[src/logic/mm_pkg.sv]
/* Matrix-multiply accelerator package
   Sizes, Q8.8 fixed-point constants and the controller state encoding */
package mm_pkg;

    // Element format
    localparam int ELEM_WIDTH = 16;                      // Signed Q8.8 element
    localparam int FRAC_WIDTH = 8;                       // Fractional bits

    // Matrix geometry
    localparam int ROW_ELEMS  = 4;                       // Inner dimension
    localparam int ROW_WIDTH  = ROW_ELEMS * ELEM_WIDTH;  // One stream beat
    localparam int A_ROWS     = 4;                       // Input rows, also result rows
    localparam int W_ROWS     = 4;                       // Weight rows, also result columns

    // Buffering
    localparam int FIFO_DEPTH    = 8;                    // Room for a job plus the next one
    localparam int COUNT_WIDTH   = 4;                    // Holds 0..FIFO_DEPTH
    localparam int ROW_IDX_WIDTH = 2;                    // Row index 0..3

    // Controller states
    typedef enum logic [1:0] {
        S_WAIT    = 2'd0,                                // Wait for a full job in both FIFOs
        S_LOAD    = 2'd1,                                // Copy rows into the operand store
        S_COMPUTE = 2'd2,                                // Issue result rows against credits
        S_DRAIN   = 2'd3                                 // Let the MAC pipeline empty
    } ctrl_state_t;

endpackage

[src/logic/operand_store.sv]
/* Operand store for one job
   Holds four A rows and four W rows; reads one A row and all W rows */
`timescale 1ns/1ps

module operand_store (
    input  logic                                     aclk,
    input  logic                                     aresetn,
    input  logic                                     wr_en_i,
    input  logic [mm_pkg::ROW_IDX_WIDTH-1:0]         wr_idx_i,
    input  logic [mm_pkg::ROW_WIDTH-1:0]             a_row_i,
    input  logic [mm_pkg::ROW_WIDTH-1:0]             w_row_i,
    input  logic [mm_pkg::ROW_IDX_WIDTH-1:0]         rd_idx_i,
    output logic [mm_pkg::ROW_WIDTH-1:0]             a_row_o,
    output logic [mm_pkg::W_ROWS*mm_pkg::ROW_WIDTH-1:0] w_rows_o
);
    import mm_pkg::*;

    logic [ROW_WIDTH-1:0] a_rows_q [A_ROWS];        // Input matrix rows
    logic [ROW_WIDTH-1:0] w_rows_q [W_ROWS];        // Weight matrix rows
    logic                 wr_ok;

    // Writes held off while in reset
    assign wr_ok = aresetn && wr_en_i;

    // A and W rows land together at one index
    always_ff @(posedge aclk)
    begin
        if (wr_ok)
        begin
            a_rows_q[wr_idx_i] <= a_row_i;
            w_rows_q[wr_idx_i] <= w_row_i;
        end
    end

    // Selected A row
    assign a_row_o = a_rows_q[rd_idx_i];

    // All W rows flattened, row j at bits j*ROW_WIDTH up
    always_comb
    begin
        for (int j = 0; j < W_ROWS; j++)
        begin
            w_rows_o[j*ROW_WIDTH +: ROW_WIDTH] = w_rows_q[j];
        end
    end

endmodule

[config.mk]
export PLATFORM = sky130hd
export DESIGN_NAME = operand_store
export DESIGN_NICKNAME = d
export VERILOG_FILES = /design/src/logic/mm_pkg.sv /design/src/logic/operand_store.sv
export SDC_FILE = /design/constraint.sdc
export NUM_CORES = 1
export LEC_CHECK = 0
export ABC_AREA = 0
export BUFFER_PORTS_ARGS = -buffer_cell sky130_fd_sc_hd__buf_2
export CORE_ASPECT_RATIO = 1.75
export CORE_MARGIN = 2
export CORE_UTILIZATION = 56
export DETAILED_ROUTE_END_ITERATION = 10
export HOLD_SLACK_MARGIN = 0.1
export PLACE_DENSITY = 0.9
export SLEW_MARGIN = 5
export SYNTH_ARGS = -nofsm -noshare
export SYNTH_HDL_FRONTEND = slang
export SYNTH_SLANG_ARGS = --single-unit
[constraint.sdc]
create_clock -name aclk -period 33 [get_ports aclk]
set_clock_uncertainty 0.15 [all_clocks]
set_input_delay 1.65 -clock aclk [delete_from_list [all_inputs] [get_ports aclk]]
set_output_delay 1.65 -clock aclk [all_outputs]
set_load 0.05 [all_outputs]
==> reports/summary.txt <==
status: finished, final reports clean
Critical Path Fanout Max: 48
Lkg Pwr: 0.00758 µW
RSZ-0062 raised after global routing: no
Worst path most repeated cell: buf_4
P&R area growth vs syn: 23.6%
Avg Vias per Cell: 5.53
post-CTS setup buffers: 0
fin crit share: 0.167
Hold Slack: 1.17 ns
share of cells above drive strength 1: 0.523
Rows: 84
starting density of the core: 0.569
ranking of synthesized cells by area: edfxtp_1 (90%), mux4_2 (7.9%), buf_12 (0.71%)
warnings from Yosys: 0
kind of critical path: in2out
CTS max path bufs: 3
CTS H-tree depth: 2
DRC: 0
Critical Path Sink: a_row_o[18]
Commonest cells post-synth: edfxtp_1 (512), mux4_2 (60), buf_12 (6), buf_2 (6), mux4_1 (4)
post-cts hold buffer count: 0
Synth Flop Type: edfxtp_1
Post-Syn Area: 0.0170 mm²
DR iter-0 viols: 522
Post-synth EDFFs: 512
drt first pass iters: 5
area leader, netlist: edfxtp_1
CP peak stage delay: 0.76 ns
core area: 0.0300 mm²
Post-Route WL: 38.1 mm
CP Cell Sequence: buf_4, buf_4, mux4_2, buf_2
post-synth top area share: 0.902
Crit path arrival time: 3.70 ns
Slew Viols, Final: 0
largest net degree at the start of global routing: 71
final HPWL from detailed placement: 25.3 mm
Die X: 136 µm
Seq cells post-synth: 512
Slowest-stage cell, CP: buf_4
actual slew at the worst max-slew pin: 1.04 ns
die area: 0.0319 mm²
Final Hold Viols: 0
Distinct cells, synth: 10
total CTS buffers: 41
critical path startpoint: rd_idx_i[0]
CP Data Required Time: 31.20 ns
CTS tree: done
GRT Residual Overflow: 0
power per cell area: 63.4 mW/mm²
first-pass GRT wire length: 55.1 mm
post-synthesis async set-or-reset flop share: 0
final critical-path required period: 5.50 ns
port bufs: 454
max-cap viol count: 0
WP buf/inv: 3
chip height: 235 µm
Post-DRT Antenna Nets: 0
setup TNS: 0 ns
most instantiated library cell after synthesis: edfxtp_1
number of global-route vias before repair: 8,746
sequential-to-total area share from yosys stat: 0.902
critical path's top delay family: buffers and inverters
Max Clock Freq: 182 MHz
I/O Pins: 455
vias: 8,335
HP Start: a_row_i[45]
clk root buf: clkbuf_16
Post-layout nets: 1,221
overall routing resource usage: 0.239
Avg Cell Area, Syn: 28.7 µm²
Reg clk slew, reported paths: 0.06 ns
CTS Sinks: 512
Post-Synthesis Cells: 594
CP endpoint kind: output port
initial antenna violation count: 8
Avg WL per Cell: 25.3 µm
final-layout fill cell count: 1,722
Syn Nets: 729
VDD IR max: 52.3 µV
Slew HR: 0.307
Levels on crit path: 4
Hold Crit Class: in2reg
final setup violation count: 0
Critical Path Source Type: input pin
GPL Wtd Cong: 0.816
post_cts resized: 0
## per-stage QoR
step | std cells | setup slack (ns) | power (µW) | util | instance area (µm²)
floorplan | 594 | 18.06 | 836 | - | 17000
global placement | 1430 | 27.50 | 866 | 0.658 | 19700
detailed placement | 1430 | 27.42 | 871 | 0.658 | 19700
CTS | 1503 | 27.42 | 1340 | 0.702 | 21000
global route | 1508 | 27.32 | 1370 | 0.703 | 21100
finish | 1508 | 27.50 | 1330 | 0.703 | 21100
## flip-flops by register name, summed over array words and instances, names as in the netlist
name	flops
a_rows_q	256
w_rows_q	256
## worst min path at each step
stage,to,slack (ns),cells after the start
finish,a_rows_q[3][45],1.17,1
global route,w_rows_q[3][14],1.16,1
floorplan,a_rows_q[0][0],1.60,0
CTS,a_rows_q[1][49],1.15,1
detailed placement,w_rows_q[0][52],1.72,1
global placement,w_rows_q[1][24],1.71,1
## report_power, final
part           total [µW]  internal [µW]  switching (µW)
clock                 477            269             207
sequential            743            738            5.47
combinational         114           26.6            87.1
## per-layer routing
| layer | vias to the layer above | wire, µm | global-route usage |
|---|---|---|---|
| met3 | 88 | 3090 | 0.0677 |
| met4 | 6 | 1470 | 0.0941 |
| met1 | 4308 | 12800 | 0.278 |
| met2 | 402 | 20700 | 0.415 |
| met5 | - | 40 | 0 |
| li1 | 3531 | - | - |
## logic make-up after synthesis
logic type,Yosys count,synth area share
and+or+nand+nor,4,0.00228
muxes,64,0.0855
buffers and inverters,14,0.00977
DFF,512,0.902
## cells in the final DEF, fill, tap and decap left out
cell type / count
clkbuf_16: 43
buf_4: 10
edfxtp_1: 512
clkinv_1: 10
clkinvlp_4: 1
and4_4: 1
clkbuf_1: 6
nor4bb_4: 1
clkinv_2: 7
inv_6: 1
diode_2: 5
mux4_2: 60
clkinv_4: 1
mux4_1: 4
buf_2: 453
bufinv_16: 4
and4b_4: 2
## cell type report
| class | count | area [µm²] | share of cell area |
|---|---|---|---|
| Timing Repair Buffer | 463 | 2340 | 0.111 |
| Clock inverter | 24 | 218 | 0.0103 |
| Sequential cell | 512 | 15400 | 0.730 |
| Multi-Input combinational cell | 68 | 1520 | 0.0722 |
| Clock buffer | 49 | 1100 | 0.0522 |
| Antenna cell | 5 | 12.5 | 0.000594 |
| Tap cell | 387 | 484 | 0.0230 |
Power figures use the tool's default switching activity.
