**config.mk**
```make
export PLATFORM = sky130hd
export DESIGN_NAME = stream_fifo
export DESIGN_NICKNAME = d
export VERILOG_FILES = /design/src/logic/mm_pkg.sv /design/src/logic/stream_fifo.sv
export SDC_FILE = /design/constraint.sdc
export NUM_CORES = 1
export LEC_CHECK = 0
export BUFFER_PORTS_ARGS = -buffer_cell sky130_fd_sc_hd__buf_2
export CORE_AREA = 2 2 187 189
export CTS_CLUSTER_SIZE = 10
export DETAILED_ROUTE_END_ITERATION = 10
export DIE_AREA = 0 0 189 191
export PLACE_DENSITY = 0.78
export SYNTH_ARGS = -nofsm -noshare
export SYNTH_HDL_FRONTEND = slang
export SYNTH_SLANG_ARGS = --single-unit
export TNS_END_PERCENT = 30
```
**constraint.sdc**
```tcl
create_clock -name aclk -period 8.6 [get_ports aclk]
set_input_delay 0.43 -clock aclk [delete_from_list [all_inputs] [get_ports aclk]]
set_output_delay 0.43 -clock aclk [all_outputs]
set_load 0.02 [all_outputs]
```
**src/logic/mm_pkg.sv**
```systemverilog
/* Matrix-multiply accelerator package
   Sizes, Q8.8 fixed-point constants and the controller state encoding */
package mm_pkg;

    // Element format
    localparam int ELEM_WIDTH = 16;                      // Signed Q8.8 element
    localparam int FRAC_WIDTH = 8;                       // Fractional bits

    // Matrix geometry
    localparam int ROW_ELEMS  = 4;                       // Inner dimension
    localparam int ROW_WIDTH  = ROW_ELEMS * ELEM_WIDTH;  // One stream beat
    localparam int A_ROWS     = 4;                       // Input rows, also result rows
    localparam int W_ROWS     = 4;                       // Weight rows, also result columns

    // Buffering
    localparam int FIFO_DEPTH    = 8;                    // Room for a job plus the next one
    localparam int COUNT_WIDTH   = 4;                    // Holds 0..FIFO_DEPTH
    localparam int ROW_IDX_WIDTH = 2;                    // Row index 0..3

    // Controller states
    typedef enum logic [1:0] {
        S_WAIT    = 2'd0,                                // Wait for a full job in both FIFOs
        S_LOAD    = 2'd1,                                // Copy rows into the operand store
        S_COMPUTE = 2'd2,                                // Issue result rows against credits
        S_DRAIN   = 2'd3                                 // Let the MAC pipeline empty
    } ctrl_state_t;

endpackage

```
**src/logic/stream_fifo.sv**
```systemverilog
/* Synchronous valid/ready FIFO
   Circular buffer of data plus last bit, with occupancy count */
`timescale 1ns/1ps

module stream_fifo #(
    parameter int DATA_WIDTH = mm_pkg::ROW_WIDTH,
    parameter int DEPTH      = mm_pkg::FIFO_DEPTH
) (
    input  logic                         aclk,
    input  logic                         aresetn,
    input  logic                         wr_valid_i,
    input  logic [DATA_WIDTH-1:0]        wr_data_i,
    input  logic                         wr_last_i,
    output logic                         wr_ready_o,
    output logic                         rd_valid_o,
    output logic [DATA_WIDTH-1:0]        rd_data_o,
    output logic                         rd_last_o,
    input  logic                         rd_ready_i,
    output logic [$clog2(DEPTH+1)-1:0]   count_o
);
    localparam int PTR_W = (DEPTH > 1) ? $clog2(DEPTH) : 1;

    logic [DATA_WIDTH:0]          mem [DEPTH];      // Last bit on top of data
    logic [PTR_W-1:0]             wr_ptr_q;
    logic [PTR_W-1:0]             rd_ptr_q;
    logic [$clog2(DEPTH+1)-1:0]   count_q;
    logic                         wr_fire;
    logic                         rd_fire;

    assign wr_ready_o = (count_q != DEPTH);         // Back-pressure only when full
    assign rd_valid_o = (count_q != 0);
    assign wr_fire    = wr_valid_i && wr_ready_o;
    assign rd_fire    = rd_valid_o && rd_ready_i;

    assign rd_data_o  = mem[rd_ptr_q][DATA_WIDTH-1:0]; // Head is combinational
    assign rd_last_o  = mem[rd_ptr_q][DATA_WIDTH];
    assign count_o    = count_q;

    // Storage array, no reset
    always_ff @(posedge aclk)
    begin
        if (wr_fire)
            mem[wr_ptr_q] <= {wr_last_i, wr_data_i};
    end

    // Pointers and occupancy
    always_ff @(posedge aclk)
    begin
        if (!aresetn)
        begin
            wr_ptr_q <= '0;
            rd_ptr_q <= '0;
            count_q  <= '0;
        end
        else
        begin
            if (wr_fire)
                wr_ptr_q <= (wr_ptr_q == PTR_W'(DEPTH-1)) ? '0 : wr_ptr_q + 1'b1; // Wrap at depth
            if (rd_fire)
                rd_ptr_q <= (rd_ptr_q == PTR_W'(DEPTH-1)) ? '0 : rd_ptr_q + 1'b1;
            if (wr_fire && !rd_fire)
                count_q <= count_q + 1'b1;
            else if (rd_fire && !wr_fire)
                count_q <= count_q - 1'b1;               // Simultaneous push/pop keeps count
        end
    end

endmodule

```
==> flow_metrics.env, run 1 <==
export IMPL_seq_area_um2=15900
export IMPL_antenna_found_initial=5
export IMPL_cts_tree="built"
export IMPL_portBuffers=139
export IMPL_synth_flop_cell="edfxtp_1"
export IMPL_grt_pass1_vias=9520
export IMPL_hp_class="input port to flop"
export IMPL_drv_slew=0
export IMPL_rsz0062_at_grt="no"
export IMPL_synth_nets=903
export IMPL_setup_viol=0
export IMPL_netlist_instances=826
export IMPL_grt_pass1_wl_um=57200
export IMPL_synthTopCellsByArea="edfxtp_1, mux4_2, mux2_2, dfxtp_1, buf_6"
export IMPL_tightestPinTransition_ns=1.13
export IMPL_fin_nets=1081
export IMPL_ir_drop_mv=0.210
export IMPL_synth_largest_area_cell="edfxtp_1"
export IMPL_die_w_um=189
export IMPL_start_util=0.591
export IMPL_finalPower_mw=6.43
export IMPL_place_gp_congestion=0.677
export IMPL_multiInputGateArea_um2=4100
export IMPL_place_hpwl_um=19700
export IMPL_postCtsSetupRepairBufs=0
export IMPL_max_slew_margin=0.250
export IMPL_routedWlPerCell_um=25.8
export IMPL_fin_area_um2=22900
export IMPL_viasPerCell=6.07
export IMPL_crit_arrival_ns=3.62
export IMPL_synth_top_area_share=0.774
export IMPL_yosysSeqAreaShare=0.787
export IMPL_cts_clk_slew_worst_paths_ns=0.05
export IMPL_leakagePower_nw=7.32
export IMPL_r2r_cells=6
export IMPL_final_fill_count=2096
export IMPL_cts_resized=0
export IMPL_ys_types=32
export IMPL_core_area_um2=34100
export IMPL_clkLatencyLatePin_ns=0.57
export IMPL_grt_max_degree=67
export IMPL_maxCapViolCount=0
export IMPL_timing_final_crit_share=0.471
export IMPL_tns_ns=0
export IMPL_yosysMostFrequentCell="edfxtp_1"
export IMPL_met2_length_um=18700
export IMPL_fp_row_count=68
export IMPL_synth_avg_cell_area_um2=24.4
export IMPL_syn_to_final_growth_pct=13.8
export IMPL_drtIter0Drc=755
export IMPL_numCtsBuffers=59
export IMPL_dr_pass1_iters=5
export IMPL_critPathCaptureType="output pin"
export IMPL_ant_nets=0
export IMPL_cts_htree_levels=2
export IMPL_cts_sinks=533
export IMPL_io_pins=140
export IMPL_clock_fmax_mhz=247
export IMPL_syn_cell_area_um2=20200
export IMPL_cts_hold_buf=0
export IMPL_grtUsageTotal=0.216
export IMPL_grt_overflow=0
export IMPL_vias=8975
export IMPL_chipHeight_um=191
export IMPL_hold_viol=0
export IMPL_synth_seq_cells=533
export IMPL_clk_path_buf_depth=3
export IMPL_synth_edf_count=520
export IMPL_clockRootBuffer="clkbuf_16"
export IMPL_status="completed"
export IMPL_cp_start_kind="flop"
export IMPL_dieArea_um2=36100
export IMPL_holdPathStages=1
export IMPL_wirelength_um=38100
export IMPL_drc=0
export IMPL_yosysWarnings=0
export IMPL_worstSetupPathType="flop to output pin"
export IMPL_drt_met1_wl_um=15800
export IMPL_wl_met3_um=2710
export IMPL_clock_skew_ns=0.00934
export IMPL_synth_common_cells="edfxtp_1, mux4_2, mux2_2"
export IMPL_dpl_cell_area_um2=21400
export IMPL_min_period_ns=4.05
export IMPL_worstPathRequired_ns=8.17
export IMPL_synthArstFlopShare=0
export IMPL_highest_layer="met5"
export IMPL_power_density_nw_per_um2=280
export IMPL_drive_gt1_frac=0.417
export IMPL_cp_max_fo=54
-- state kept, by name, summed over array words and instances, names as in the netlist, named ones only --
register	flops
count_o	4
mem	520
rd_ptr_q	3
wr_ptr_q	3
-- worst max-delay path, stage by stage, from the launching register on --
cell,delay (ns)
dfxtp_4,0.92
buf_4,0.94
mux4_2,0.60
mux2_2,0.33
buf_2,0.18
-- cells in the final DEF (no fill, tap or decap), types with 4 or more instances in the layout --
cell / netlist / layout
nand2_1: 13 / 13
clkbuf_16: 0 / 59
mux2_2: 65 / 65
clkbuf_1: 22 / 12
edfxtp_1: 520 / 520
dfxtp_1: 13 / 10
mux4_2: 130 / 130
buf_2: 4 / 139
diode_2: 0 / 4
buf_4: 0 / 16
nor3_2: 0 / 4
ha_1: 7 / 7
-- kinds of logic after synthesis --
logic type                 Yosys count  synth area share
muxes                              197             0.182
xor gates and xnor gates             2          0.000869
DFF                                533             0.787
buffers and inverters               40            0.0118
AOI/OAI and AO/OA                   10           0.00341
and+or+nand+nor                     36           0.00893
adders and majority gates            8           0.00534
-- cell type report --
cell class | count | share of cell area
clock inverter | 5 | 0.00153
inverter | 2 | 0.000327
clock buffer | 71 | 0.0663
multi-input combinational | 253 | 0.179
antenna | 4 | 0.000436
tap | 455 | 0.0248
sequential | 533 | 0.692
timing repair buffer | 155 | 0.0355
-- where the power goes --
group          switching [mW]  leakage [nW]  internal, mW
logic                   0.642          1.73         0.578
registers               0.109          4.83          3.00
clock network           0.880         0.760          1.22
-- worst paths after layout --
kind	endpoint	slack, ns	from
worst max-delay path	rd_data_o[28]	4.55	flop
worst min-delay path	mem[0][55]	0.12	wr_data_i[55]
worst max register to register	mem[7][25]	5.34	count_o[0]
worst min register to register	flop	0.48	rd_ptr_q[1]
-- per-layer routing --
| metal | up-vias | GRT usage |
|---|---|---|
| li1 | 3858 | - |
| met1 | 4738 | 0.301 |
| met2 | 309 | 0.348 |
| met3 | 68 | 0.0499 |
| met4 | 2 | 0.0616 |
| met5 | - | 0 |
-- metrics by stage --
stage,setup WS (ns),hold slack (ns),instances,util
after CTS,4.39,0.0913,1474,0.672
after floorplan,0.745,0.451,826,-
final,4.55,0.118,1478,0.673
after global routing,4.20,0.109,1476,0.672
after global placement,5.02,0.456,1398,0.627
after detailed placement,5.01,0.468,1398,0.627
No activity file was read; power rests on OpenSTA's default activity.
==> run 2: changes to the inputs <==
==> constraint.sdc (replaced) <==
create_clock -name aclk -period 3.9 [get_ports aclk]
set_input_delay 0.195 -clock aclk [delete_from_list [all_inputs] [get_ports aclk]]
set_output_delay 0.195 -clock aclk [all_outputs]
set_load 0.02 [all_outputs]
==> run 2 against run 1 <==
  * Clock power increased by 130%
  * Via count increased by 3.4%
  * Critical endpoint is now mem[3][36]
  * Flip-flop and latch count unchanged
  * Cell count increased by 4.8%
  * Sequential share of layout area decreased by 2.5 points
==> flow_metrics.env, run 2 (synthesis gave the netlist of run 1 again) <==
export IMPL_max_slew_margin=0.278
export IMPL_cts_hold_buf=68
export IMPL_vias=9282
export IMPL_clock_skew_ns=0.0113
export IMPL_ir_drop_mv=0.485
export IMPL_clkLatencyLatePin_ns=0.58
export IMPL_cpPeakStageDelay_ns=0.91
export IMPL_cts_resized=0
export IMPL_fin_nets=1157
export IMPL_fp_row_count=68
export IMPL_drv_slew=0
export IMPL_leakagePower_nw=7.67
export IMPL_finalWorstSetupSlack_ns=0.861
export IMPL_timing_final_crit_share=0.779
export IMPL_cts_htree_levels=2
export IMPL_cts_clk_slew_worst_paths_ns=0.05
export IMPL_worstSetupPathType="flop to flop"
export IMPL_cp_max_fo=38
export IMPL_drive_gt1_frac=0.396
export IMPL_grt_max_degree=57
export IMPL_tightestPinTransition_ns=1.08
export IMPL_routedWlPerCell_um=25.1
export IMPL_regMostFlops="mem"
export IMPL_dieArea_um2=36100
export IMPL_final_common_cell="edfxtp_1"
export IMPL_core_area_um2=34100
export IMPL_tns_ns=0
export IMPL_postCtsSetupRepairBufs=0
export IMPL_power_density_nw_per_um2=605
export IMPL_place_hpwl_um=20400
export IMPL_die_w_um=189
export IMPL_grtUsageTotal=0.222
export IMPL_fin_area_um2=23800
export IMPL_cts_tree="built"
export IMPL_crit_family="simple AND/OR/NAND/NOR gates"
export IMPL_path_buf_inv=2
export IMPL_status="completed"
export IMPL_cts_sinks=533
export IMPL_dpl_cell_area_um2=21500
export IMPL_clockRootBuffer="clkbuf_16"
export IMPL_ant_nets=0
export IMPL_hp_class="input port to flop"
export IMPL_critPathCaptureType="flop"
export IMPL_grt_pass1_vias=10048
export IMPL_dr_pass1_iters=5
export IMPL_rsz0062_at_grt="no"
export IMPL_hold_viol=0
export IMPL_place_ws_ns=0.814
export IMPL_crit_arrival_ns=3.24
export IMPL_io_pins=140
export IMPL_viasPerCell=5.99
export IMPL_worstPathRequired_ns=4.10
export IMPL_mostFrequentLayoutCells="edfxtp_1, buf_2, mux4_2"
export IMPL_grt_overflow=0
export IMPL_clock_fmax_mhz=329
export IMPL_critPathSlowestCell="nor2_4"
export IMPL_portBuffers=139
export IMPL_antenna_found_initial=1
export IMPL_place_gp_congestion=0.721
export IMPL_drc=0
export IMPL_drtIter0Drc=835
export IMPL_chipHeight_um=191
export IMPL_cp_common_cell="nand2_1"
export IMPL_setup_viol=0
export IMPL_cp_cell_sequence="or4b_1, nand2_1, inv_2, nand2_1, nor2_4, buf_4"
export IMPL_clk_path_buf_depth=3
export IMPL_min_period_ns=3.04
export IMPL_start_util=0.591
export IMPL_numCtsBuffers=59
export IMPL_maxCapViolCount=0
export IMPL_wirelength_um=38900
export IMPL_grt_pass1_wl_um=59200
export IMPL_cp_start_kind="flop"
export IMPL_syn_to_final_growth_pct=18.0
export IMPL_largest_reg_flops=520
==> run 2: changes by cell type in the layout (fill, tap and decap cells not counted), sizes merged <==
cell	before	now
inv	5	3
dlygate4sd3	0	68
diode	4	1
buf	155	163
bufinv	0	1
clkbuf	71	70
==> run 2: area by class of cell <==
class | count | area (um2)
flip-flops and latches | 533 | 15900
fillers | 2017 | 10300
clock buffers | 70 | 1540
repair buffers | 231 | 1590
well taps | 455 | 569
multi-input cells | 253 | 4140
clock inverters | 4 | 58.8
diodes | 1 | 2.50
inverters | 2 | 7.51
==> run 2: path summary, 6_finish.rpt <==
path / startpoint / end / slack, ns / cells after the start
setup reg to reg: count_o[1] / mem[3][36] / 0.86 / 6
hold reg to reg: rd_ptr_q[1] / flop / 0.49 / 2
hold / removal: wr_valid_i / wr_ptr_q[1] / 0.06 / 5
setup / recovery: count_o[1] / mem[3][36] / 0.86 / 6
==> run 2: layer usage <==
layer	GRT usage	share of wire	vias to the layer above
met5	0	0	-
met4	0.0559	0.016	0
met3	0.0408	0.065	51
met2	0.382	0.52	363
met1	0.297	0.40	4863
li1	-	-	4005
==> run 2: metrics by stage <==
step                      hold WS [ns]  std cells  power (mW)  utilization
after floorplan                  0.294        826        8.95            -
after global placement           0.456       1406        9.68        0.631
after detailed placement         0.460       1406        9.75        0.631
after CTS                       0.0386       1548        14.6        0.697
after global routing            0.0682       1549        14.9        0.697
final                           0.0630       1549        14.4        0.697
==> run 2: report_power, final <==
| group | leakage (nW) | switching, mW | total [mW] | internal, mW |
|---|---|---|---|---|
| Sequential | 4.83 | 0.191 | 6.81 | 6.62 |
| Combinational | 2.07 | 1.49 | 2.85 | 1.36 |
| Clock | 0.778 | 1.95 | 4.74 | 2.79 |
| Total | 7.67 | 3.63 | 14.4 | 10.8 |
==> run 2: tightest hold or removal path, delay by kind of cell <==
| family | cells | cell delay (ns) |
|---|---|---|
| AO/OA/AOI/OAI | 1 | 0.07 |
| AND/OR/NAND/NOR | 2 | 0.16 |
| buffers and inverters | 2 | 0.16 |
