`config.mk`:
```
export PLATFORM = sky130hd
export DESIGN_NAME = mm_controller
export DESIGN_NICKNAME = d
export VERILOG_FILES = /design/src/logic/mm_pkg.sv /design/src/logic/mm_controller.sv
export SDC_FILE = /design/constraint.sdc
export NUM_CORES = 1
export LEC_CHECK = 0
export BUFFER_PORTS_ARGS = -buffer_cell sky130_fd_sc_hd__buf_4
export CELL_PAD_IN_SITES_DETAIL_PLACEMENT = 1
export CELL_PAD_IN_SITES_GLOBAL_PLACEMENT = 1
export CORE_MARGIN = 3
export CORE_UTILIZATION = 41
export CTS_BUF_LIST = sky130_fd_sc_hd__clkbuf_4
export CTS_CLUSTER_DIAMETER = 50
export CTS_CLUSTER_SIZE = 25
export DETAILED_ROUTE_END_ITERATION = 7
export MAX_ROUTING_LAYER = met4
export PLACE_DENSITY_LB_ADDON = 0.08
export SLEW_MARGIN = 20
export SYNTH_ARGS = -nofsm -noshare
export SYNTH_HDL_FRONTEND = slang
export SYNTH_SLANG_ARGS = --single-unit
```
`constraint.sdc`:
```
create_clock -name aclk -period 4.7 [get_ports aclk]
set_input_delay 0.94 -clock aclk [delete_from_list [all_inputs] [get_ports aclk]]
set_output_delay 0.94 -clock aclk [all_outputs]
set_load 0.02 [all_outputs]
```
`src/logic/mm_pkg.sv`:
```
/* Matrix-multiply accelerator package
   Sizes, Q8.8 fixed-point constants and the controller state encoding */
package mm_pkg;

    // Element format
    localparam int ELEM_WIDTH = 16;                      // Signed Q8.8 element
    localparam int FRAC_WIDTH = 8;                       // Fractional bits

    // Matrix geometry
    localparam int ROW_ELEMS  = 4;                       // Inner dimension
    localparam int ROW_WIDTH  = ROW_ELEMS * ELEM_WIDTH;  // One stream beat
    localparam int A_ROWS     = 4;                       // Input rows, also result rows
    localparam int W_ROWS     = 4;                       // Weight rows, also result columns

    // Buffering
    localparam int FIFO_DEPTH    = 8;                    // Room for a job plus the next one
    localparam int COUNT_WIDTH   = 4;                    // Holds 0..FIFO_DEPTH
    localparam int ROW_IDX_WIDTH = 2;                    // Row index 0..3

    // Controller states
    typedef enum logic [1:0] {
        S_WAIT    = 2'd0,                                // Wait for a full job in both FIFOs
        S_LOAD    = 2'd1,                                // Copy rows into the operand store
        S_COMPUTE = 2'd2,                                // Issue result rows against credits
        S_DRAIN   = 2'd3                                 // Let the MAC pipeline empty
    } ctrl_state_t;

endpackage

```
`src/logic/mm_controller.sv`:
```
/* Job controller for the matrix-multiply accelerator
   Waits for a full job, loads the store, issues rows against output credits */
`timescale 1ns/1ps

module mm_controller (
    input  logic                              aclk,
    input  logic                              aresetn,
    input  logic [mm_pkg::COUNT_WIDTH-1:0]    i_count_i,
    input  logic [mm_pkg::COUNT_WIDTH-1:0]    w_count_i,
    output logic                              pop_o,
    output logic                              wr_en_o,
    output logic [mm_pkg::ROW_IDX_WIDTH-1:0]  wr_idx_o,
    output logic [mm_pkg::ROW_IDX_WIDTH-1:0]  rd_idx_o,
    output logic                              issue_o,
    output logic                              res_last_o,
    input  logic [mm_pkg::COUNT_WIDTH-1:0]    out_count_i,
    input  logic                              mac_busy_i
);
    import mm_pkg::*;

    ctrl_state_t              state_q;
    ctrl_state_t              state_d;
    logic [ROW_IDX_WIDTH-1:0] load_cnt_q;            // Rows copied so far
    logic [ROW_IDX_WIDTH-1:0] issue_cnt_q;           // Result rows issued so far
    logic                     iss_v1_q;              // Issue in MAC stage 1
    logic                     iss_v2_q;              // Issue in MAC stage 2
    logic [ROW_IDX_WIDTH-1:0] iss_idx1_q;
    logic [ROW_IDX_WIDTH-1:0] iss_idx2_q;
    logic [COUNT_WIDTH-1:0]   free_slots;
    logic [COUNT_WIDTH-1:0]   in_flight;
    logic                     credit_ok;
    logic                     job_ready;
    logic                     load_last;
    logic                     issue_last;

    // Both FIFOs hold a whole job
    assign job_ready  = (i_count_i >= COUNT_WIDTH'(A_ROWS))
                     && (w_count_i >= COUNT_WIDTH'(W_ROWS));

    // Credits, free output slots minus rows still in the MAC
    assign free_slots = COUNT_WIDTH'(FIFO_DEPTH) - out_count_i;
    assign in_flight  = COUNT_WIDTH'(iss_v1_q) + COUNT_WIDTH'(iss_v2_q);
    assign credit_ok  = (free_slots > in_flight);

    assign load_last  = (load_cnt_q == ROW_IDX_WIDTH'(A_ROWS-1));
    assign issue_last = (issue_cnt_q == ROW_IDX_WIDTH'(A_ROWS-1));

    // Store and FIFO side
    assign pop_o    = (state_q == S_LOAD);           // One A and one W row per cycle
    assign wr_en_o  = (state_q == S_LOAD);
    assign wr_idx_o = load_cnt_q;
    assign rd_idx_o = issue_cnt_q;
    assign issue_o  = (state_q == S_COMPUTE) && credit_ok;

    // Row 3 entering the output FIFO
    assign res_last_o = iss_v2_q && (iss_idx2_q == ROW_IDX_WIDTH'(A_ROWS-1));

    // Next state
    always_comb
    begin
        state_d = state_q;
        case (state_q)
            S_WAIT:
            begin
                if (job_ready)
                    state_d = S_LOAD;
            end
            S_LOAD:
            begin
                if (load_last)
                    state_d = S_COMPUTE;             // Exactly A_ROWS load cycles
            end
            S_COMPUTE:
            begin
                if (issue_o && issue_last)
                    state_d = S_DRAIN;
            end
            S_DRAIN:
            begin
                if (!mac_busy_i)
                    state_d = S_WAIT;                // Pipeline empty, next job
            end
            default: state_d = S_WAIT;
        endcase
    end

    // State, counters and the issue shadow pipeline
    always_ff @(posedge aclk)
    begin
        if (!aresetn)
        begin
            state_q     <= S_WAIT;
            load_cnt_q  <= '0;
            issue_cnt_q <= '0;
            iss_v1_q    <= 1'b0;
            iss_v2_q    <= 1'b0;
            iss_idx1_q  <= '0;
            iss_idx2_q  <= '0;
        end
        else
        begin
            state_q <= state_d;
            if (state_q == S_LOAD)
                load_cnt_q <= load_last ? '0 : load_cnt_q + 1'b1;
            if (issue_o)
                issue_cnt_q <= issue_last ? '0 : issue_cnt_q + 1'b1;
            iss_v1_q   <= issue_o;                   // Mirrors row_mac timing
            iss_v2_q   <= iss_v1_q;
            iss_idx1_q <= issue_cnt_q;
            iss_idx2_q <= iss_idx1_q;
        end
    end

endmodule

```
==> results of run 1 <==
## per-layer routing
metal,wire (um),share of wire (%),GRT usage (%),vias to the layer above
met5,0,0,-,-
met4,50,3.7,14.36,0
met3,86,6.3,2.682,5
met2,678,50,24.66,17
met1,548,40,15.14,236
li1,-,-,-,264
## per-stage QoR
| step | utilization (%) | instances | instance area (sq um) | setup slack, ns | hold WS (ns) |
|---|---|---|---|---|---|
| after detailed placement | 54.38 | 98 | 838.3 | 1.240 | 0.4288 |
| after CTS | 56.09 | 102 | 864.6 | 1.236 | 0.4463 |
| after global placement | 54.38 | 98 | 838.3 | 1.256 | 0.4183 |
| after floorplan | - | 66 | 694.4 | 1.538 | 0.4119 |
| final | 56.09 | 102 | 864.6 | 1.251 | 0.4393 |
| after global routing | 56.09 | 102 | 864.6 | 1.172 | 0.4742 |
## power groups by stage
stage                     sequential [mW]  clock, mW  combinational [mW]
after floorplan                     0.146          0               0.156
final                               0.138     0.0640               0.220
after global placement              0.140          0               0.211
after CTS                           0.139     0.0669               0.224
after global routing                0.142     0.0756               0.242
after detailed placement            0.141          0               0.223
## kinds of logic after synthesis
logic type / count (synthesis) / share of synthesized area (%)
AOI/OAI and AO/OA: 8 / 13.15
xor gates and xnor gates: 2 / 2.523
adders and majority gates: 11 / 19.82
buffers and inverters: 9 / 5.406
DFF: 12 / 34.59
muxes: 5 / 7.928
and+or+nand+nor: 19 / 16.58
## worst min-delay path by stage
stage	start	endpoint	slack, ns	depth (start not counted)
finish	iss_idx1_q[0]	iss_idx2_q[0]	0.44	1
CTS	iss_idx1_q[0]	iss_idx2_q[0]	0.45	1
global route	iss_idx1_q[0]	iss_idx2_q[0]	0.47	1
floorplan	iss_idx1_q[0]	iss_idx2_q[0]	0.41	1
detailed placement	iss_idx1_q[0]	iss_idx2_q[0]	0.43	1
global placement	iss_idx1_q[0]	iss_idx2_q[0]	0.42	1
## cell type report
| type | instances | area share, % |
|---|---|---|
| clock inverters | 1 | 0.4342 |
| well taps | 16 | 2.315 |
| inverters | 7 | 3.039 |
| repair buffers | 18 | 15.63 |
| clock buffers | 3 | 2.605 |
| multi-input cells | 45 | 48.19 |
| flip-flops and latches | 12 | 27.79 |
## registers in the layout, summed over array words and instances, names as in the netlist
| register | cells |
|---|---|
| rd_idx_o | 2 |
| iss_idx1_q | 2 |
| iss_v1_q | 1 |
| iss_idx2_q | 2 |
| state_q | 2 |
| iss_v2_q | 1 |
| wr_idx_o | 2 |
## layout by cell type (no fill, tap or decap), types with 3 or more instances in the layout
master    instances
clkbuf_4          3
mux2i_1           4
nand2_1           4
nor2b_1           4
and2_1            4
ha_1             11
dfxtp_1          12
inv_1             7
buf_4            18
## cells in the mapped netlist (all sizes together)
cell,instances
nor2,1
mux2i,4
ha,11
a2bb2oi,1
nor2b,5
nand2,4
a211o,1
a21oi,1
a2111oi,1
clkbuf,1
o41ai,1
mux2,1
and3,1
and2,6
o22ai,1
o31a,1
buf,1
inv,7
xnor2,1
nor3,1
xor2,1
dfxtp,12
o31ai,1
nor3b,1
==> summary.txt, run 1 <==
outcome = complete, no violations
CTS resizes = 0
Worst path max stage delay = 0.38 ns
drt via density = 5.118
# nets final = 113
GPL Wtd Cong = 0.6581
Area contributors post-synth = dfxtp_1, ha_1, mux2i_1
H-tree levels = 1
drt total wl = 1363 um
CTS sink cnt = 12
RSZ-0062 raised after global routing = false
Critical Path RT = 3.76 ns
PD cells = 488.2 mW/mm^2
final hold viol count = 0
core area = 0.001541 sq mm
Slew Viols, Final = 0
Mapped Cells = 66
first-pass iteration count of the detailed router = 1
Flop pwr share = 32.8%
Yosys top cell by area = dfxtp_1
drt wl/cell = 13.36 um
HPWL after DPL = 1123 um
Post-CTS Setup Inserts = 0
register area = 240.2 sq um
crit path max fanout = 4
R2R setup slack = 2.83 ns
R2R Path End = rd_idx_o[0]
PortBufs = 18
post-detailed-route DRC marker count = 0
max frequency = 289.9 MHz
crit path launch type = input pin
DRT iter0 DRCs = 0
combinational power share = 52.0%
number of hold buffers added after CTS = 0
CP endpoint kind = output pin
clk buf depth = 2
share of the synthesized area in the top cell type = 34.59%
#FFs+latches synth = 12
Switching Fraction = 38.48%
via count = 522
R2R Path Start = iss_v1_q
FP Rows = 14
Synth Cell Area = 694.4 sq um
fin crit period = 3.449 ns
# diodes = 0
crit path cell chain = buf_4, inv_1, ha_1, ha_1, nor2b_4, a2bb2oi_2, o31a_4, buf_4
FILL cells = 190
Initial Utilization = 45.05%
critical path class = input pin to output pin
TNS Setup = 0 ns
last element of the critical path = issue_o
antenna violations before repair = 0
Die H = 47.16 um
crit path DAT = 2.51 ns
CTS tree = yes
Die ar. = 0.002224 sq mm
share of cells above drive strength 1 = 32.56%
largest net degree at the start of global routing = 14
width of the die = 47.16 um
Top-Level Pins = 23
first-pass GRT wire length = 2173 um
GRT Residual Overflow = 0
Clock Skews = 0.004407 ns
Worst Setup SP = out_count_i[0]
CTS Buf Count = 3
register area share after synthesis = 34.59%
Worst R2R Path Depth = 7
Rel. slew slack = 75.96%
CP delay by family, top = adder cells
Power, Total = 0.4221 mW
CTS clk-pin slew, worst paths = 0.07 ns
max-cap violation count = 0
worst ir drop on vdd = 310.1 uV
YS warnings = 0
Pint = 0.2597 mW
antenna viol nets, final = 0
slowest CP cell = o31a_4
Crit. path cell count = 8
period utilization = 73.39%
hold crit path type = flip-flop to flip-flop
Pleak = 0.4322 nW
gr usage total = 15.24%
Buf/Inv on CP = 3
clock latency on the worst-skew pair = 0.27 ns
final setup fails = 0
multi-input logic area = 416.7 sq um
syn avg cell area = 10.52 sq um
Slew @ Worst Pin = 0.3568 ns
Synth cell types = 27
clock power share = 15.2%
Area growth syn-to-layout = 24.50%
Synthesized Nets = 92
vias in the first global route = 516
Root Buffer = clkbuf_4
Psw = 0.1624 mW
Note: power is estimated with default switching activity, not from simulation.
==> inputs of run 2 (changes only) <==
- ABC_AREA: default -> 1
- CORE_UTILIZATION: 41 -> 32
- clock period: 4.7 -> 3.1 ns (I/O delays scaled with it)
==> run 2 against run 1 <==
  * Total power increased by 51%
  * Final cell count increased by 35%
  * Die area increased by 24%
  * Sequential cell count unchanged
  * First-iteration DRC count increased by 8
  * Sequential share of layout area decreased by 0.16 points
  * Critical path type unchanged
  * Highest routed layer unchanged
==> summary.txt, run 2 <==
outcome = complete, no violations
final setup fails = 0 (unchanged)
first-pass GRT wire length = 2297 um (+5.7%)
ys flop type = dfxtp_1
GRT Residual Overflow = 0 (unchanged)
Die ar. = 0.002760 sq mm (+24%)
# diodes = 0 (unchanged)
period utilization = 84.38%
fin crit period = 2.616 ns
register area = 240.2 sq um (unchanged)
dpl cells = 134 (+37%)
gr usage total = 11.34% (-3.9 points)
clk buf depth = 2 (unchanged)
Synth Cell Area = 693.2 sq um (-0.18%)
pre-CTS WS = 0.4669 ns (-0.7731 ns)
drt via density = 4.406 (-14%)
crit path launch type = input pin
Post-Layout Cell Count = 138 (+35%)
register area share after synthesis = 34.66% (+0.062 points)
H-tree levels = 1 (unchanged)
worst setup margin = 0.4843 ns (-0.7662 ns)
vias in the first global route = 568 (+10%)
post-route cell area = 869.6 sq um (+0.58%)
CTS tree = yes
Slew Viols, Final = 0 (unchanged)
FP Rows = 16 (+2)
drt wl/cell = 9.986 um (-25%)
RSZ-0062 raised after global routing = false
width of the die = 52.54 um (+11%)
critical path class = input pin to output pin
antenna violations before repair = 0 (unchanged)
Area after DPL = 843.3 sq um (+0.60%)
Synthesized Nets = 117 (+27%)
max frequency = 382.3 MHz
HPWL after DPL = 1149 um (+2.3%)
CTS clk-pin slew, worst paths = 0.08 ns (about the same)
max-cap violation count = 0 (unchanged)
Die H = 52.54 um (+11%)
via count = 608 (+16%)
CTS sink cnt = 12 (unchanged)
final hold viol count = 0 (unchanged)
share of cells above drive strength 1 = 32.43% (-0.13 points)
Critical Path RT = 2.48 ns (-1.28 ns)
core area = 0.002002 sq mm (+30%)
top-count cell post-synth = nand2_1
antenna viol nets, final = 0 (unchanged)
hold crit path type = flip-flop to flip-flop
clock latency on the worst-skew pair = 0.27 ns (about the same)
Clock Skews = 0.003118 ns (-0.001289 ns)
FILL cells = 263 (+38%)
Pleak = 0.4969 nW (+15%)
Top-Level Pins = 23 (unchanged)
Area contributors post-synth = dfxtp_1, ha_1, nand2_1
CTS Buf Count = 3 (unchanged)
Power, Total = 0.6383 mW (+51%)
worst ir drop on vdd = 411.7 uV (+33%)
#FFs+latches synth = 12 (unchanged)
PortBufs = 18 (unchanged)
TNS Setup = 0 ns (unchanged)
# nets final = 138 (+22%)
post-detailed-route DRC marker count = 0 (unchanged)
Initial Utilization = 34.63% (-10 points)
syn avg cell area = 7.617 sq um (-28%)
Post-CTS Setup Inserts = 0 (unchanged)
DRT iter0 DRCs = 8 (+8)
CP endpoint kind = output pin
PD cells = 734.0 mW/mm^2 (+50%)
Root Buffer = clkbuf_4
share of the synthesized area in the top cell type = 34.66% (+0.062 points)
multi-input logic area = 355.3 sq um (-15%)
GPL Wtd Cong = 0.6326 (-3.9%)
Post-synth top cells = nand2_1, dfxtp_1, inv_1
number of flops mapped to enable cells by yosys = 0 (unchanged)
Yosys top cell by area = dfxtp_1
Post-synth ARST share = 0% (unchanged)
number of hold buffers added after CTS = 0 (unchanged)
crit path DAT = 2.00 ns (-0.51 ns)
drt total wl = 1378 um (+1.1%)
Area growth syn-to-layout = 25.45%
Mapped Cells = 91 (+38%)
Rel. slew slack = 89.52% (+14 points)
CTS resizes = 0 (unchanged)
Slew @ Worst Pin = 0.1560 ns (-0.2008 ns)
most frequent cells in the layout = nand2_1, buf_4, inv_1, dfxtp_1, ha_1
Synth cell types = 22 (-19%)
YS warnings = 0 (unchanged)
first-pass iteration count of the detailed router = 4 (+3)
crit path max fanout = 4 (unchanged)
largest net degree at the start of global routing = 10 (-4)
==> run 2: cell count changes after synthesis, moves of 2 or more <==
| cell | delta |
|---|---|
| nor2_1 | +6 |
| o21ai_1 | +3 |
| and2_1 | -4 |
| nor2b_1 | -4 |
| nand2_2 | +4 |
| inv_1 | +5 |
| mux2i_1 | -4 |
| clkinv_1 | +2 |
| a21oi_1 | +2 |
| nand2_1 | +14 |
| inv_2 | +7 |
==> run 2: power breakdown <==
group | total, mW | switching, mW | internal [mW]
sequential | 0.229 | 0.0321 | 0.197
combinational | 0.310 | 0.178 | 0.132
clock | 0.0987 | 0.0522 | 0.0465
total | 0.638 | 0.262 | 0.376
==> run 2: area by class of cell <==
class	instances	area share (%)
clock buffers	3	2.590
clock inverters	1	0.4317
inverters	21	9.065
multi-input cells	56	40.86
flip-flops and latches	12	27.63
well taps	27	3.885
repair buffers	18	15.54
==> run 2: path summary, 6_finish.rpt <==
path	from	end	slack, ns	depth (start not counted)
max reg2reg	iss_v1_q	rd_idx_o[0]	1.48	9
max	out_count_i[0]	issue_o	0.48	11
min reg2reg	iss_idx1_q[1]	iss_idx2_q[1]	0.42	2
min	iss_idx1_q[1]	iss_idx2_q[1]	0.42	2
==> run 2: per-layer routing <==
layer	track usage, %	up-vias	wire (um)
met5	-	-	0
met4	5.106	0	7
met1	14.68	274	651
li1	-	318	-
met2	17.15	14	637
met3	1.994	2	81
==> run 2: cells by family after synthesis <==
family	after synthesis	synth area share (%)
fa+ha+maj	11	19.86
compound gates	10	8.663
buf+inv	23	14.08
simple gates	35	22.74
flops	12	34.66
==> run 2: per-stage QoR <==
step                hold slack, ns  util, %
CTS                         0.4299    43.44
detailed placement          0.4108    42.13
finish                      0.4235    43.44
global placement            0.4010    42.13
floorplan                   0.3905        -
global route                0.4592    43.44
==> run 2: worst max-delay path, cell delays in order <==
cell	delay [ns]
buf_4	0.11
inv_2	0.08
ha_1	0.24
ha_1	0.31
nand2_1	0.07
nand2_1	0.05
a21oi_2	0.13
nand2_2	0.08
nand2_2	0.11
inv_2	0.04
buf_4	0.15
==> inputs of run 3 (changes only) <==
- ABC_AREA: 1 -> 0
- CORE_UTILIZATION: 32 -> 34
- clock period: 3.1 -> 2.1 ns (I/O delays scaled with it)
==> run 3 against run 2 <==
  * The flow now finishes with violations (setup timing)
  * Utilization grew 8.7 points
  * Worst setup slack lost 0.50 ns
  * Largest power group unchanged
  * Register-to-register slack lost 1.2 ns
  * Highest routed layer unchanged
  * Sequential power grew 36%
  * First-iteration DRC count is the same
  * Combinational power grew 64%
  * Critical path type unchanged
  * Wire length shrank 2.8%
  * Hold slack gained 0.015 ns
  * Clock power grew 46%
==> summary.txt, run 3 (synthesized netlist as in run 1, its figures left out) <==
post-detailed-route DRC marker count = 0 (unchanged)
worst setup margin = -0.01104 ns (-0.4954 ns)
combinational power share = 52.7% (+4.1 points)
failing checks = setup timing
Clock Skews = 0.001328 ns (-0.001790 ns)
Initial Utilization = 38.14% (+3.5 points)
Pint = 0.6061 mW (+61%)
R2R Path Start = iss_v1_q
Worst R2R Path Depth = 8 (-1)
CTS tree = yes
Post-CTS Setup Inserts = 0 (unchanged)
outcome = finished with violations
FILL cells = 212 (-19%)
# diodes = 0 (unchanged)
Slew @ Worst Pin = 0.3302 ns (+0.1742 ns)
max frequency = 473.7 MHz
TNS Setup = -0.01104 ns (-0.01104 ns)
# nets final = 117 (-15%)
drt total wl = 1340 um (-2.8%)
CTS sink cnt = 12 (unchanged)
Psw = 0.3568 mW (+36%)
number of hold buffers added after CTS = 0 (unchanged)
PortBufs = 18 (unchanged)
final setup fails = 1 (+1)
PD cells = 1014 mW/mm^2 (+38%)
Die H = 51.19 um (-2.6%)
Flop pwr share = 32.3% (-3.6 points)
largest net degree at the start of global routing = 14 (+4)
clk buf depth = 2 (unchanged)
Rel. slew slack = 77.75% (-12 points)
hold crit path type = flip-flop to flip-flop
RSZ-0062 raised after global routing = true
HPWL after DPL = 1057 um (-8.1%)
slowest CP cell = o31a_4
Post-Layout Cell Count = 115 (-17%)
Slew Viols, Final = 0 (unchanged)
crit path cell chain = buf_4, inv_2, ha_4, ha_4, nor2b_4, a2bb2oi_2, o31a_4, buf_6
Hold Path End = iss_idx2_q[1]
crit path DAT = 1.69 ns (-0.31 ns)
via count = 536 (-12%)
share of cells above drive strength 1 = 44.44% (+12 points)
clock latency on the worst-skew pair = 0.27 ns (about the same)
hold path startpoint = iss_idx1_q[1]
Die ar. = 0.002620 sq mm (-5.1%)
Root Buffer = clkbuf_4
Pleak = 0.4501 nW (-9.4%)
Critical Path RT = 1.68 ns (-0.80 ns)
R2R setup slack = 0.27 ns (-1.21 ns)
crit path max fanout = 2 (-2)
fin crit period = 2.111 ns
Top-Level Pins = 23 (unchanged)
Crit path top cell by count = ha_4
drt via density = 4.661 (+5.8%)
DRT iter0 DRCs = 8 (unchanged)
FP Rows = 15 (-1)
vias in the first global route = 576 (+1.4%)
first-pass iteration count of the detailed router = 4 (unchanged)
core area = 0.001821 sq mm (-9.1%)
Hold Crit Depth = 1 (-1)
drt wl/cell = 11.65 um (+17%)
antenna viol nets, final = 0 (unchanged)
first-pass GRT wire length = 2490 um (+8.4%)
worst ir drop on vdd = 479.1 uV (+16%)
R2R Path End = rd_idx_o[0]
critical path class = input pin to output pin
most frequent cells in the layout = buf_4, dfxtp_1, ha_1
crit path launch type = input pin
width of the die = 51.19 um (-2.6%)
Switching Fraction = 37.05% (-4.0 points)
Area growth syn-to-layout = 36.76%
gr usage total = 12.98% (+1.6 points)
Power, Total = 0.9629 mW (+51%)
CP delay by family, top = compound AO/OA/AOI/OAI gates
most common cell after layout, fill and taps aside = buf_4
pre-CTS WS = -0.1895 ns (-0.6564 ns)
H-tree levels = 1 (unchanged)
final hold viol count = 0 (unchanged)
GPL Wtd Cong = 0.6284 (-0.66%)
CTS Buf Count = 3 (unchanged)
GRT Residual Overflow = 0 (unchanged)
worst hold slack = 0.4383 ns (+0.01477 ns)
period utilization = 100.5%
dpl cells = 111 (-17%)
clock power share = 15.0% (-0.5 points)
max-cap violation count = 0 (unchanged)
Buf/Inv on CP = 3 (-1)
CTS clk-pin slew, worst paths = 0.08 ns (about the same)
CP endpoint kind = output pin
Worst path max stage delay = 0.28 ns (-0.03 ns)
antenna violations before repair = 0 (unchanged)
-- run 3: routing by layer --
layer	up-vias	share of wire (%)	routed length, um	track usage (%)
met3	2	6.4	86	3.207
met5	-	0	0	-
li1	272	-	-	-
met4	0	1.0	14	6.726
met2	15	49	659	21.24
met1	247	43	580	14.56
-- run 3: area by class of cell --
class	instances	area (sq um)	area share, %
Clock inverter	1	3.754	0.3953
Timing Repair Buffer	22	168.9	17.79
Clock buffer	3	22.52	2.372
Inverter	7	26.28	2.767
Sequential cell	12	242.7	25.56
Tap cell	25	31.28	3.294
Multi-Input combinational cell	45	454.2	47.83
-- run 3: what timing repair did --
action                                  in CTS  in global routing
pin swaps                                    2                  0
endpoints found under the setup margin       1                  1
gates resized for setup                      5                  5
gates cloned                                 0                  0
-- run 3: worst max path at each step --
| stage | startpoint | end | slack [ns] | depth (start not counted) |
|---|---|---|---|---|
| 3_3_place_gp | out_count_i[0] | issue_o | -0.17 | 8 |
| 5_1_grt | iss_v1_q | issue_o | -0.09 | 7 |
| 4_1_cts | iss_v1_q | issue_o | -0.06 | 7 |
| 3_5_place_dp | out_count_i[0] | issue_o | -0.19 | 8 |
| 6_report | out_count_i[0] | issue_o | -0.01 | 8 |
| 2_1_floorplan | out_count_i[0] | rd_idx_o[0] | 0.05 | 7 |
-- run 3: power by group through the flow --
stage | registers (mW) | logic [mW] | clock network, mW
4_1_cts | 0.311 | 0.516 | 0.151
3_3_place_gp | 0.314 | 0.496 | 0
2_1_floorplan | 0.327 | 0.348 | 0
6_report | 0.311 | 0.508 | 0.144
5_1_grt | 0.319 | 0.570 | 0.169
3_5_place_dp | 0.315 | 0.505 | 0
-- run 3: per-stage QoR --
step	cell area [sq um]	util, %
floorplan	694.4	-
CTS	934.6	51.34
global placement	879.6	48.32
finish	949.7	52.16
detailed placement	879.6	48.32
global route	949.7	52.16
-- run 3: worst register-to-register path, stage by stage (launching register included) --
cell       delay (ns)
dfxtp_2          0.36
ha_4             0.13
inv_2            0.04
ha_4             0.23
nor2b_4          0.12
a2bb2oi_2        0.14
o31a_4           0.28
buf_4            0.15
mux2_4           0.29
